--- config.mk ---
export PLATFORM = sky130hd
export DESIGN_NAME = bfp_compress_top
export DESIGN_NICKNAME = d
export VERILOG_FILES = /design/src/rtl/bfp_pkg.sv /design/src/rtl/channel_peak_detect.sv /design/src/rtl/block_exponent.sv /design/src/rtl/sample_delay_line.sv /design/src/rtl/block_shifter.sv /design/src/rtl/bfp_compress_top.sv
export SDC_FILE = /design/constraint.sdc
export NUM_CORES = 2
export LEC_CHECK = 0
export BUFFER_PORTS_ARGS = -buffer_cell sky130_fd_sc_hd__buf_2
export CAP_MARGIN = 10
export CELL_PAD_IN_SITES_DETAIL_PLACEMENT = 0
export CELL_PAD_IN_SITES_GLOBAL_PLACEMENT = 1
export CORE_ASPECT_RATIO = 0.7
export CORE_UTILIZATION = 50
export DETAILED_ROUTE_END_ITERATION = 10
export GPL_TIMING_DRIVEN = 0
export PLACE_DENSITY = 0.73
export SETUP_SLACK_MARGIN = 0.5
export SKIP_LAST_GASP = 1
export SLEW_MARGIN = 10
export SYNTH_ARGS = -nofsm -noshare
export SYNTH_HDL_FRONTEND = slang
export SYNTH_SLANG_ARGS = --single-unit
--- constraint.sdc ---
create_clock -name clk -period 4 [get_ports clk]
set_input_delay 0.6 -clock clk [delete_from_list [all_inputs] [get_ports clk]]
set_output_delay 0.6 -clock clk [all_outputs]
set_load 0.02 [all_outputs]
--- src/rtl/bfp_pkg.sv ---
package bfp_pkg;

    // ----------------------------------------
    // Default configuration
    // ----------------------------------------
    parameter int DEF_NUM_CH  = 4;
    parameter int DEF_IW      = 24;
    parameter int DEF_OW      = 12;
    parameter int DEF_PKT_LEN = 16;

    // Stages beyond the packet length, total latency is PKT_LEN + PIPE_EXTRA
    parameter int PIPE_EXTRA  = 4;

    // ----------------------------------------
    // Shared types
    // ----------------------------------------
    // Block shift amount, covers IW up to 32
    typedef logic [4:0] shift_t;

    // Per-channel gain word
    typedef logic [7:0] agc_t;

    // Strobes packed as {sel, sop, eop, vld}
    typedef logic [3:0] strobe_t;

endpackage

--- src/rtl/channel_peak_detect.sv ---
`timescale 1ns/1ps

module channel_peak_detect #(
    parameter int IW = 24
) (
    input  logic          clk,
    input  logic          i_rst_n,
    input  logic          i_sop,
    input  logic          i_eop,
    input  logic          i_vld,
    input  logic [IW-1:0] i_din_re,
    input  logic [IW-1:0] i_din_im,
    output logic [IW-2:0] o_peak,
    output logic          o_peak_stb
);

    logic [IW-2:0] mag_re;
    logic [IW-2:0] mag_im;
    logic [IW-2:0] beat_or;
    logic [IW-2:0] peak_acc;
    logic [IW-2:0] peak_next;

    // One's-complement magnitude, negative values just get inverted
    assign mag_re = i_din_re[IW-1] ? ~i_din_re[IW-2:0] : i_din_re[IW-2:0];
    assign mag_im = i_din_im[IW-1] ? ~i_din_im[IW-2:0] : i_din_im[IW-2:0];

    assign beat_or = mag_re | mag_im;

    // Start of packet restarts the accumulation
    assign peak_next = i_sop ? beat_or : (peak_acc | beat_or);

    always_ff @(posedge clk) begin
        if (i_vld) begin
            peak_acc <= peak_next;
        end
        if (i_vld && i_eop) begin
            o_peak <= peak_next;
        end
    end

    always_ff @(posedge clk) begin
        if (!i_rst_n) begin
            o_peak_stb <= 1'b0;
        end else begin
            o_peak_stb <= i_vld && i_eop;
        end
    end

endmodule

--- src/rtl/block_exponent.sv ---
`timescale 1ns/1ps

module block_exponent #(
    parameter int NUM_CH = 4,
    parameter int IW     = 24,
    parameter int OW     = 12
) (
    input  logic                           clk,
    input  logic                           i_rst_n,
    input  logic [NUM_CH-1:0][IW-2:0]      i_peak,
    input  logic                           i_peak_stb,
    output bfp_pkg::shift_t                o_shift_new,
    output logic                           o_shift_stb
);

    logic [IW-2:0]   chan_or;
    logic [IW-2:0]   peak_or;
    logic            or_stb;
    int              top_bit;
    logic            found;
    bfp_pkg::shift_t shift_calc;

    // ----------------------------------------
    // Stage 1: OR across all channels
    // ----------------------------------------
    always_comb begin
        chan_or = '0;
        for (int ch = 0; ch < NUM_CH; ch++) begin
            chan_or = chan_or | i_peak[ch];
        end
    end

    always_ff @(posedge clk) begin
        peak_or <= chan_or;
    end

    always_ff @(posedge clk) begin
        if (!i_rst_n) begin
            or_stb <= 1'b0;
        end else begin
            or_stb <= i_peak_stb;
        end
    end

    // ----------------------------------------
    // Stage 2: highest set bit to shift
    // ----------------------------------------
    // Scan upward so the last hit is the MSB
    always_comb begin
        top_bit = 0;
        found   = 1'b0;
        for (int i = 0; i < IW-1; i++) begin
            if (peak_or[i]) begin
                top_bit = i;
                found   = 1'b1;
            end
        end
        // Keep p+1 magnitude bits plus sign inside OW
        if (found && (top_bit + 2 > OW)) begin
            shift_calc = bfp_pkg::shift_t'(top_bit + 2 - OW);
        end else begin
            shift_calc = '0;
        end
    end

    always_ff @(posedge clk) begin
        if (!i_rst_n) begin
            o_shift_new <= '0;
            o_shift_stb <= 1'b0;
        end else begin
            o_shift_stb <= or_stb;
            if (or_stb) begin
                o_shift_new <= shift_calc;
            end
        end
    end

endmodule

--- src/rtl/sample_delay_line.sv ---
`timescale 1ns/1ps

module sample_delay_line #(
    parameter int NUM_CH = 4,
    parameter int IW     = 24,
    parameter int DEPTH  = 19
) (
    input  logic                              clk,
    input  logic                              i_rst_n,
    input  bfp_pkg::strobe_t                  i_strobe,
    input  logic [NUM_CH-1:0][IW-1:0]         i_din_re,
    input  logic [NUM_CH-1:0][IW-1:0]         i_din_im,
    input  bfp_pkg::agc_t [NUM_CH-1:0]        i_agc,
    output bfp_pkg::strobe_t                  o_strobe,
    output logic [NUM_CH-1:0][IW-1:0]         o_din_re,
    output logic [NUM_CH-1:0][IW-1:0]         o_din_im,
    output bfp_pkg::agc_t [NUM_CH-1:0]        o_agc
);

    // Index 0 is the newest entry
    bfp_pkg::strobe_t [DEPTH-1:0]              strobe_pipe;
    logic [DEPTH-1:0][NUM_CH-1:0][IW-1:0]      re_pipe;
    logic [DEPTH-1:0][NUM_CH-1:0][IW-1:0]      im_pipe;
    bfp_pkg::agc_t [DEPTH-1:0][NUM_CH-1:0]     agc_pipe;

    // ----------------------------------------
    // Strobe chain
    // ----------------------------------------
    always_ff @(posedge clk) begin
        if (!i_rst_n) begin
            strobe_pipe <= '0;
        end else begin
            strobe_pipe <= {strobe_pipe[DEPTH-2:0], i_strobe};
        end
    end

    // ----------------------------------------
    // Payload chain
    // ----------------------------------------
    always_ff @(posedge clk) begin
        re_pipe  <= {re_pipe[DEPTH-2:0], i_din_re};
        im_pipe  <= {im_pipe[DEPTH-2:0], i_din_im};
        agc_pipe <= {agc_pipe[DEPTH-2:0], i_agc};
    end

    assign o_strobe = strobe_pipe[DEPTH-1];
    assign o_din_re = re_pipe[DEPTH-1];
    assign o_din_im = im_pipe[DEPTH-1];
    assign o_agc    = agc_pipe[DEPTH-1];

endmodule

--- src/rtl/block_shifter.sv ---
`timescale 1ns/1ps

module block_shifter #(
    parameter int NUM_CH = 4,
    parameter int IW     = 24,
    parameter int OW     = 12
) (
    input  logic                           clk,
    input  logic                           i_rst_n,
    input  bfp_pkg::shift_t                i_shift_new,
    input  logic                           i_shift_stb,
    input  bfp_pkg::strobe_t               i_strobe,
    input  logic [NUM_CH-1:0][IW-1:0]      i_din_re,
    input  logic [NUM_CH-1:0][IW-1:0]      i_din_im,
    input  bfp_pkg::agc_t [NUM_CH-1:0]     i_agc,
    output logic                           o_sel,
    output logic                           o_sop,
    output logic                           o_eop,
    output logic                           o_vld,
    output logic [NUM_CH-1:0][OW-1:0]      o_dout_re,
    output logic [NUM_CH-1:0][OW-1:0]      o_dout_im,
    output bfp_pkg::shift_t                o_shift,
    output bfp_pkg::agc_t [NUM_CH-1:0]     o_agc
);

    bfp_pkg::shift_t              shift_pending;
    bfp_pkg::shift_t              shift_active;
    bfp_pkg::shift_t              shift_use;
    logic                         pkt_start;
    logic [NUM_CH-1:0][IW-1:0]    shr_re;
    logic [NUM_CH-1:0][IW-1:0]    shr_im;

    // Strobe order is {sel, sop, eop, vld}
    assign pkt_start = i_strobe[2] && i_strobe[0];

    // ----------------------------------------
    // Pending and active shift
    // ----------------------------------------
    always_ff @(posedge clk) begin
        if (!i_rst_n) begin
            shift_pending <= '0;
            shift_active  <= '0;
        end else begin
            if (i_shift_stb) begin
                shift_pending <= i_shift_new;
            end
            if (pkt_start) begin
                shift_active <= shift_pending;
            end
        end
    end

    // First beat of a packet already needs the new value
    assign shift_use = pkt_start ? shift_pending : shift_active;

    // ----------------------------------------
    // Arithmetic shift per channel
    // ----------------------------------------
    genvar g;
    generate
        for (g = 0; g < NUM_CH; g++) begin : g_shr
            assign shr_re[g] = $signed(i_din_re[g]) >>> shift_use;
            assign shr_im[g] = $signed(i_din_im[g]) >>> shift_use;
        end
    endgenerate

    always_ff @(posedge clk) begin
        for (int ch = 0; ch < NUM_CH; ch++) begin
            o_dout_re[ch] <= shr_re[ch][OW-1:0];
            o_dout_im[ch] <= shr_im[ch][OW-1:0];
            // Gain word tracks the exponent, wraps mod 256
            o_agc[ch]     <= i_agc[ch] + bfp_pkg::agc_t'(shift_use);
        end
    end

    always_ff @(posedge clk) begin
        if (!i_rst_n) begin
            o_sel   <= 1'b0;
            o_sop   <= 1'b0;
            o_eop   <= 1'b0;
            o_vld   <= 1'b0;
            o_shift <= '0;
        end else begin
            o_sel   <= i_strobe[3];
            o_sop   <= i_strobe[2];
            o_eop   <= i_strobe[1];
            o_vld   <= i_strobe[0];
            o_shift <= shift_use;
        end
    end

endmodule

--- src/rtl/bfp_compress_top.sv ---
`timescale 1ns/1ps

module bfp_compress_top #(
    parameter int NUM_CH  = bfp_pkg::DEF_NUM_CH,
    parameter int IW      = bfp_pkg::DEF_IW,
    parameter int OW      = bfp_pkg::DEF_OW,
    parameter int PKT_LEN = bfp_pkg::DEF_PKT_LEN
) (
    input  logic                           clk,
    input  logic                           i_rst_n,
    input  logic                           i_sel,
    input  logic                           i_sop,
    input  logic                           i_eop,
    input  logic                           i_vld,
    input  logic [NUM_CH-1:0][IW-1:0]      i_din_re,
    input  logic [NUM_CH-1:0][IW-1:0]      i_din_im,
    input  bfp_pkg::agc_t [NUM_CH-1:0]     i_agc,
    output logic                           o_sel,
    output logic                           o_sop,
    output logic                           o_eop,
    output logic                           o_vld,
    output logic [NUM_CH-1:0][OW-1:0]      o_dout_re,
    output logic [NUM_CH-1:0][OW-1:0]      o_dout_im,
    output bfp_pkg::shift_t                o_shift,
    output bfp_pkg::agc_t [NUM_CH-1:0]     o_agc
);

    // Total latency, the shifter register takes the last cycle
    localparam int LATENCY   = PKT_LEN + bfp_pkg::PIPE_EXTRA;
    localparam int DLY_DEPTH = LATENCY - 1;

    logic [NUM_CH-1:0][IW-2:0]     peak;
    logic                          peak_stb;
    bfp_pkg::shift_t               shift_new;
    logic                          shift_stb;
    bfp_pkg::strobe_t              dly_strobe;
    logic [NUM_CH-1:0][IW-1:0]     dly_re;
    logic [NUM_CH-1:0][IW-1:0]     dly_im;
    bfp_pkg::agc_t [NUM_CH-1:0]    dly_agc;

    // ----------------------------------------
    // Per-channel peak detection
    // ----------------------------------------
    // All channels share timing, channel 0 supplies the strobe
    genvar g;
    generate
        for (g = 0; g < NUM_CH; g++) begin : g_peak
            if (g == 0) begin : g_lead
                channel_peak_detect #(
                    .IW         (IW)
                ) u_peak (
                    .clk        (clk),
                    .i_rst_n    (i_rst_n),
                    .i_sop      (i_sop),
                    .i_eop      (i_eop),
                    .i_vld      (i_vld),
                    .i_din_re   (i_din_re[g]),
                    .i_din_im   (i_din_im[g]),
                    .o_peak     (peak[g]),
                    .o_peak_stb (peak_stb)
                );
            end else begin : g_follow
                channel_peak_detect #(
                    .IW         (IW)
                ) u_peak (
                    .clk        (clk),
                    .i_rst_n    (i_rst_n),
                    .i_sop      (i_sop),
                    .i_eop      (i_eop),
                    .i_vld      (i_vld),
                    .i_din_re   (i_din_re[g]),
                    .i_din_im   (i_din_im[g]),
                    .o_peak     (peak[g]),
                    .o_peak_stb ()
                );
            end
        end
    endgenerate

    // ----------------------------------------
    // Packet exponent
    // ----------------------------------------
    block_exponent #(
        .NUM_CH      (NUM_CH),
        .IW          (IW),
        .OW          (OW)
    ) u_exponent (
        .clk         (clk),
        .i_rst_n     (i_rst_n),
        .i_peak      (peak),
        .i_peak_stb  (peak_stb),
        .o_shift_new (shift_new),
        .o_shift_stb (shift_stb)
    );

    // ----------------------------------------
    // Sample delay and shift
    // ----------------------------------------
    sample_delay_line #(
        .NUM_CH   (NUM_CH),
        .IW       (IW),
        .DEPTH    (DLY_DEPTH)
    ) u_delay (
        .clk      (clk),
        .i_rst_n  (i_rst_n),
        .i_strobe ({i_sel, i_sop, i_eop, i_vld}),
        .i_din_re (i_din_re),
        .i_din_im (i_din_im),
        .i_agc    (i_agc),
        .o_strobe (dly_strobe),
        .o_din_re (dly_re),
        .o_din_im (dly_im),
        .o_agc    (dly_agc)
    );

    block_shifter #(
        .NUM_CH      (NUM_CH),
        .IW          (IW),
        .OW          (OW)
    ) u_shifter (
        .clk         (clk),
        .i_rst_n     (i_rst_n),
        .i_shift_new (shift_new),
        .i_shift_stb (shift_stb),
        .i_strobe    (dly_strobe),
        .i_din_re    (dly_re),
        .i_din_im    (dly_im),
        .i_agc       (dly_agc),
        .o_sel       (o_sel),
        .o_sop       (o_sop),
        .o_eop       (o_eop),
        .o_vld       (o_vld),
        .o_dout_re   (o_dout_re),
        .o_dout_im   (o_dout_im),
        .o_shift     (o_shift),
        .o_agc       (o_agc)
    );

endmodule

==> metrics.txt <==
# TYPE chip_impl_metric gauge
chip_impl_metric{name="yosysWarnings",unit=""} 0
chip_impl_metric{name="grt_usage",unit="%"} 23.5
chip_impl_info{name="root_buffer",value="clkbuf_16"} 1
chip_impl_metric{name="detail_route.first_pass.iterations",unit=""} 7
chip_impl_metric{name="flow.area_growth_from_synthesis",unit="%"} 19.4
chip_impl_metric{name="postSynthCellCount",unit=""} 6638
chip_impl_metric{name="maximum_capacitance_violations",unit=""} 0
chip_impl_metric{name="cts_htree_levels",unit=""} 5
chip_impl_metric{name="first_global_vias",unit=""} 49336
chip_impl_info{name="mostFrequentLayoutCells",value="4,502 x dfxtp_1, 400 x buf_2, 383 x clkbuf_16, 292 x mux2i_1, 225 x dlygate4sd3_1"} 1
chip_impl_metric{name="drt-initial-drc-count",unit=""} 3581
chip_impl_metric{name="setup_slack_of_the_most_critical_reg_to_reg_path",unit="ns"} 0.36
chip_impl_metric{name="finalCritPeriodShare",unit="%"} 90.9
chip_impl_metric{name="grt_start_max_net_pins",unit=""} 63
chip_impl_metric{name="yosys_register_bits",unit=""} 4689
chip_impl_metric{name="synth_nets",unit=""} 6894
chip_impl_metric{name="post_drt_wl_per_cell",unit="um"} 24.3
chip_impl_metric{name="i_o_buffers",unit=""} 364
chip_impl_metric{name="drive_gt1_share",unit="%"} 15.2
chip_impl_info{name="grt_setup_unrepaired",value="true"} 1
chip_impl_metric{name="total_leakage_power",unit="nW"} 53.8
chip_impl_metric{name="globalplace.congestion",unit=""} 0.952
chip_impl_metric{name="dp_hpwl",unit="mm"} 183
chip_impl_metric{name="reg2reg_depth",unit=""} 8
chip_impl_metric{name="die_ar",unit="sq um"} 220000
chip_impl_metric{name="rows",unit=""} 143
chip_impl_metric{name="worst_path_fanout_max",unit=""} 13
chip_impl_metric{name="design.core.area",unit="sq um"} 217000
chip_impl_info{name="worst_path_max_delay_cell",value="a221oi_2"} 1
chip_impl_metric{name="cts_sinks",unit=""} 4689
chip_impl_info{name="setup.worst_path.start_class",value="flop"} 1
chip_impl_metric{name="crit_arrival",unit="ns"} 4.32
chip_impl_metric{name="cts.path.max_buffers",unit=""} 4
chip_impl_metric{name="synth.lib_cells_used.distinct",unit=""} 68
chip_impl_metric{name="final_nets",unit=""} 7873
chip_impl_metric{name="grt_pass1_wl",unit="mm"} 361
chip_impl_metric{name="final.setup.worst_slack",unit="ns"} 0.365
chip_impl_metric{name="report.final.setup_viol",unit=""} 0
chip_impl_metric{name="asyncSetResetFlopFracSynth",unit="%"} 0
chip_impl_info{name="run_status",value="completed"} 1
chip_impl_metric{name="die-height",unit="um"} 393
chip_impl_metric{name="worst_vdd_rail_ir_drop",unit="mV"} 0.408
chip_impl_info{name="worst-setup-path-type",value="reg2reg"} 1
chip_impl_info{name="critical_path.endpoint_type",value="flop"} 1
chip_impl_info{name="worst_hold_path_type",value="in2reg"} 1
chip_impl_metric{name="grt_antenna_before_repair",unit=""} 33
chip_impl_metric{name="ant_nets_after_route",unit=""} 0
chip_impl_metric{name="post_layout_nonfiller_instances",unit=""} 10844
chip_impl_metric{name="critPathRequiredTime",unit="ns"} 4.68
chip_impl_info{name="yosys_most_used_dff",value="dfxtp_1"} 1
chip_impl_info{name="holdCritStartpoint",value="i_eop"} 1
chip_impl_info{name="clock_tree_from_tritoncts",value="yes"} 1
chip_impl_info{name="critical_path.reg2reg.endpoint",value="u_shifter.o_dout_im[37]$_DFF_P_"} 1
chip_impl_metric{name="drt-vias-per-instance",unit=""} 4.60
chip_impl_info{name="beginning_of_the_critical_path",value="u_delay.o_strobe[0]$_SDFF_PN0_"} 1
chip_impl_info{name="worstPathCellList",value="buf_4 > nand2_8 > a21boi_4 > inv_1 > buf_2 > nand2_2 > o221ai_1 > a221oi_2"} 1
chip_impl_metric{name="synth.avg_cell_area",unit="sq um"} 16.5
chip_impl_metric{name="synth.yosys.seq_area_share",unit="%"} 87.6
chip_impl_metric{name="numCtsBuffers",unit=""} 373
chip_impl_metric{name="drc",unit=""} 0
chip_impl_metric{name="placement.setup.worst_slack",unit="ns"} -0.948
chip_impl_info{name="timing.critical_path.max_delay_family",value="compound AO/OA/AOI/OAI gates"} 1
chip_impl_metric{name="finalMaxSlewViolations",unit=""} 0
chip_impl_info{name="crit_end",value="u_shifter.o_dout_im[37]$_DFF_P_"} 1
chip_impl_metric{name="synth_enable_flop_cells",unit=""} 184
chip_impl_metric{name="cts.clk_slew.worst_paths",unit="ns"} 0.07
chip_impl_metric{name="max_slew.worst_pin.slew",unit="ns"} 1.27
chip_impl_metric{name="largest_stage_delay_worst_path",unit="ns"} 0.63
chip_impl_info{name="critical_path.reg2reg.startpoint",value="u_delay.o_strobe[0]$_SDFF_PN0_"} 1
chip_impl_metric{name="count_of_pins_on_the_block_boundary",unit=""} 367
chip_impl_metric{name="post-place-cells",unit=""} 9909
chip_impl_metric{name="finalWirelength",unit="mm"} 263
chip_impl_info{name="layout.cells.most_common",value="dfxtp_1"} 1
chip_impl_metric{name="fillerInstances",unit=""} 15912
chip_impl_metric{name="cp.depth",unit=""} 8
chip_impl_metric{name="clk-insertion-delay-late",unit="ns"} 0.89
chip_impl_metric{name="slew-limit-headroom",unit="%"} 15.6
chip_impl_metric{name="finalWorstPathRequiredPeriod",unit="ns"} 3.64
chip_impl_metric{name="max_freq",unit="MHz"} 275
chip_impl_metric{name="power.density",unit="nW/um^2"} 676
chip_impl_metric{name="clock_skew",unit="ns"} 0.0990
chip_impl_metric{name="globalRouteOverflowTotal",unit=""} 0
chip_impl_metric{name="fp.dieW",unit="um"} 561
chip_impl_metric{name="vias",unit=""} 49925
chip_impl_metric{name="finalHoldViolCount",unit=""} 0
chip_impl_metric{name="start_util",unit="%"} 50.3
chip_impl_metric{name="cp_num_buf_inv",unit=""} 3
chip_impl_metric{name="synthesis.area",unit="sq um"} 109000
[logic make-up (layout without fill, tap and decap cells)]
family / after synthesis / in the layout / share of synthesized area, %
AOI/OAI and AO/OA: 507 / 507 / 3.30
DFF: 4689 / 4689 / 87.6
and+or+nand+nor: 678 / 678 / 3.16
buffers and inverters: 215 / 1491 / 0.957
xor gates and xnor gates: 209 / 209 / 1.68
other: 0 / 30 / 0
adders and majority gates: 26 / 26 / 0.325
muxes: 314 / 314 / 2.93
[Yosys cell counts, drive strengths merged (3+ instances only)]
| library cell | n | share of area, % |
|---|---|---|
| a211o | 3 | 0.024 |
| a211oi | 81 | 0.56 |
| a21o | 9 | 0.062 |
| a21oi | 121 | 0.56 |
| a221o | 4 | 0.037 |
| a221oi | 53 | 0.48 |
| a222oi | 8 | 0.073 |
| a22oi | 44 | 0.30 |
| a311oi | 7 | 0.056 |
| a32oi | 21 | 0.17 |
| and2 | 90 | 0.52 |
| and3 | 26 | 0.15 |
| buf | 98 | 0.55 |
| clkbuf | 81 | 0.28 |
| dfxtp | 4505 | 83 |
| edfxtp | 184 | 5.1 |
| fa | 4 | 0.073 |
| ha | 22 | 0.25 |
| inv | 35 | 0.12 |
| mux2 | 15 | 0.15 |
| mux2i | 297 | 2.7 |
| nand2 | 218 | 0.76 |
| nand2b | 97 | 0.56 |
| nand3 | 132 | 0.60 |
| nand4 | 9 | 0.052 |
| nor2 | 55 | 0.19 |
| nor2b | 11 | 0.063 |
| nor3 | 4 | 0.018 |
| nor4 | 7 | 0.040 |
| o211ai | 11 | 0.076 |
| o21ai | 54 | 0.25 |
| o221ai | 29 | 0.23 |
| o22ai | 43 | 0.25 |
| o31ai | 4 | 0.045 |
| or4 | 23 | 0.16 |
| xnor2 | 200 | 1.6 |
| xor2 | 9 | 0.072 |
[metrics by stage]
| stage | cell area [sq um] | util [%] | power [mW] | hold WS (ns) | setup TNS, ns |
|---|---|---|---|---|---|
| 3_5_place_dp | 115000 | 52.9 | 52.7 | 0.312 | -13.13 |
| 4_1_cts | 130000 | 60.0 | 89.0 | 0.0306 | 0 |
| 2_1_floorplan | 109000 | - | 51.6 | 0.310 | 0 |
| 5_1_grt | 130000 | 60.1 | 91.3 | 0.0473 | 0 |
| 6_report | 130000 | 60.1 | 88.1 | 0.0843 | 0 |
| 3_3_place_gp | 115000 | 52.8 | 52.7 | 0.309 | -348.43 |
[how the worst min path moves through the flow]
| stage | to | cells past startpoint |
|---|---|---|
| after floorplan | u_delay.agc_pipe[100]$_DFF_P_ | 0 |
| after global placement | u_delay.im_pipe[815]$_DFF_P_ | 0 |
| after detailed placement | u_delay.agc_pipe[51]$_DFF_P_ | 0 |
| after CTS | g_peak[0].g_lead.u_peak.o_peak_stb$_SDFF_PN0_ | 2 |
| after global routing | g_peak[0].g_lead.u_peak.o_peak_stb$_SDFF_PN0_ | 2 |
| final | g_peak[0].g_lead.u_peak.o_peak_stb$_SDFF_PN0_ | 2 |
[area by class of cell]
cell class                      count  area [sq um]  share of cell area, %
Antenna cell                       30          75.1                 0.0576
Buffer                            179          1090                  0.839
Clock buffer                      549         11000                   8.42
Clock inverter                    123          1490                   1.14
Inverter                           36           143                  0.109
Multi-Input combinational cell   1734         13000                   9.97
Sequential cell                  4689         95700                   73.4
Tap cell                         2900          3630                   2.78
Timing Repair Buffer              604          4280                   3.29
[metal layers]
| layer | track usage (%) | part of all wire [%] |
|---|---|---|
| met1 | 34.1 | 48 |
| met2 | 36.2 | 44 |
| met3 | 4.03 | 5.5 |
| met4 | 7.16 | 2.6 |
| met5 | 0 | 0.0049 |
[registers in the layout, indices dropped and copies added, names as in the netlist, 69 cells and up]
name                             flops
g_peak.g_follow.u_peak.peak_acc     69
g_peak.g_follow.u_peak.o_peak       69
u_delay.strobe_pipe                 72
u_delay.agc_pipe                   576
u_delay.im_pipe                   1728
u_delay.re_pipe                   1728
u_delay.o_din_im                    96
u_delay.o_din_re                    96
[report_power, final]
group	switching [mW]	internal [mW]	total [mW]
Clock	15.8	20.4	36.2
Sequential	0.793	49.5	50.3
Combinational	1.02	0.637	1.65
[what timing repair did]
item / CTS / global route
setup endpoints to repair: 125 / 48
pin swaps: 2 / 1
hold buffers: 225 / 0
gates resized for setup: 137 / 41
setup buffers: 4 / 4
endpoints found under the hold margin: 238 / 0
Note: power is estimated with default switching activity, not from simulation.
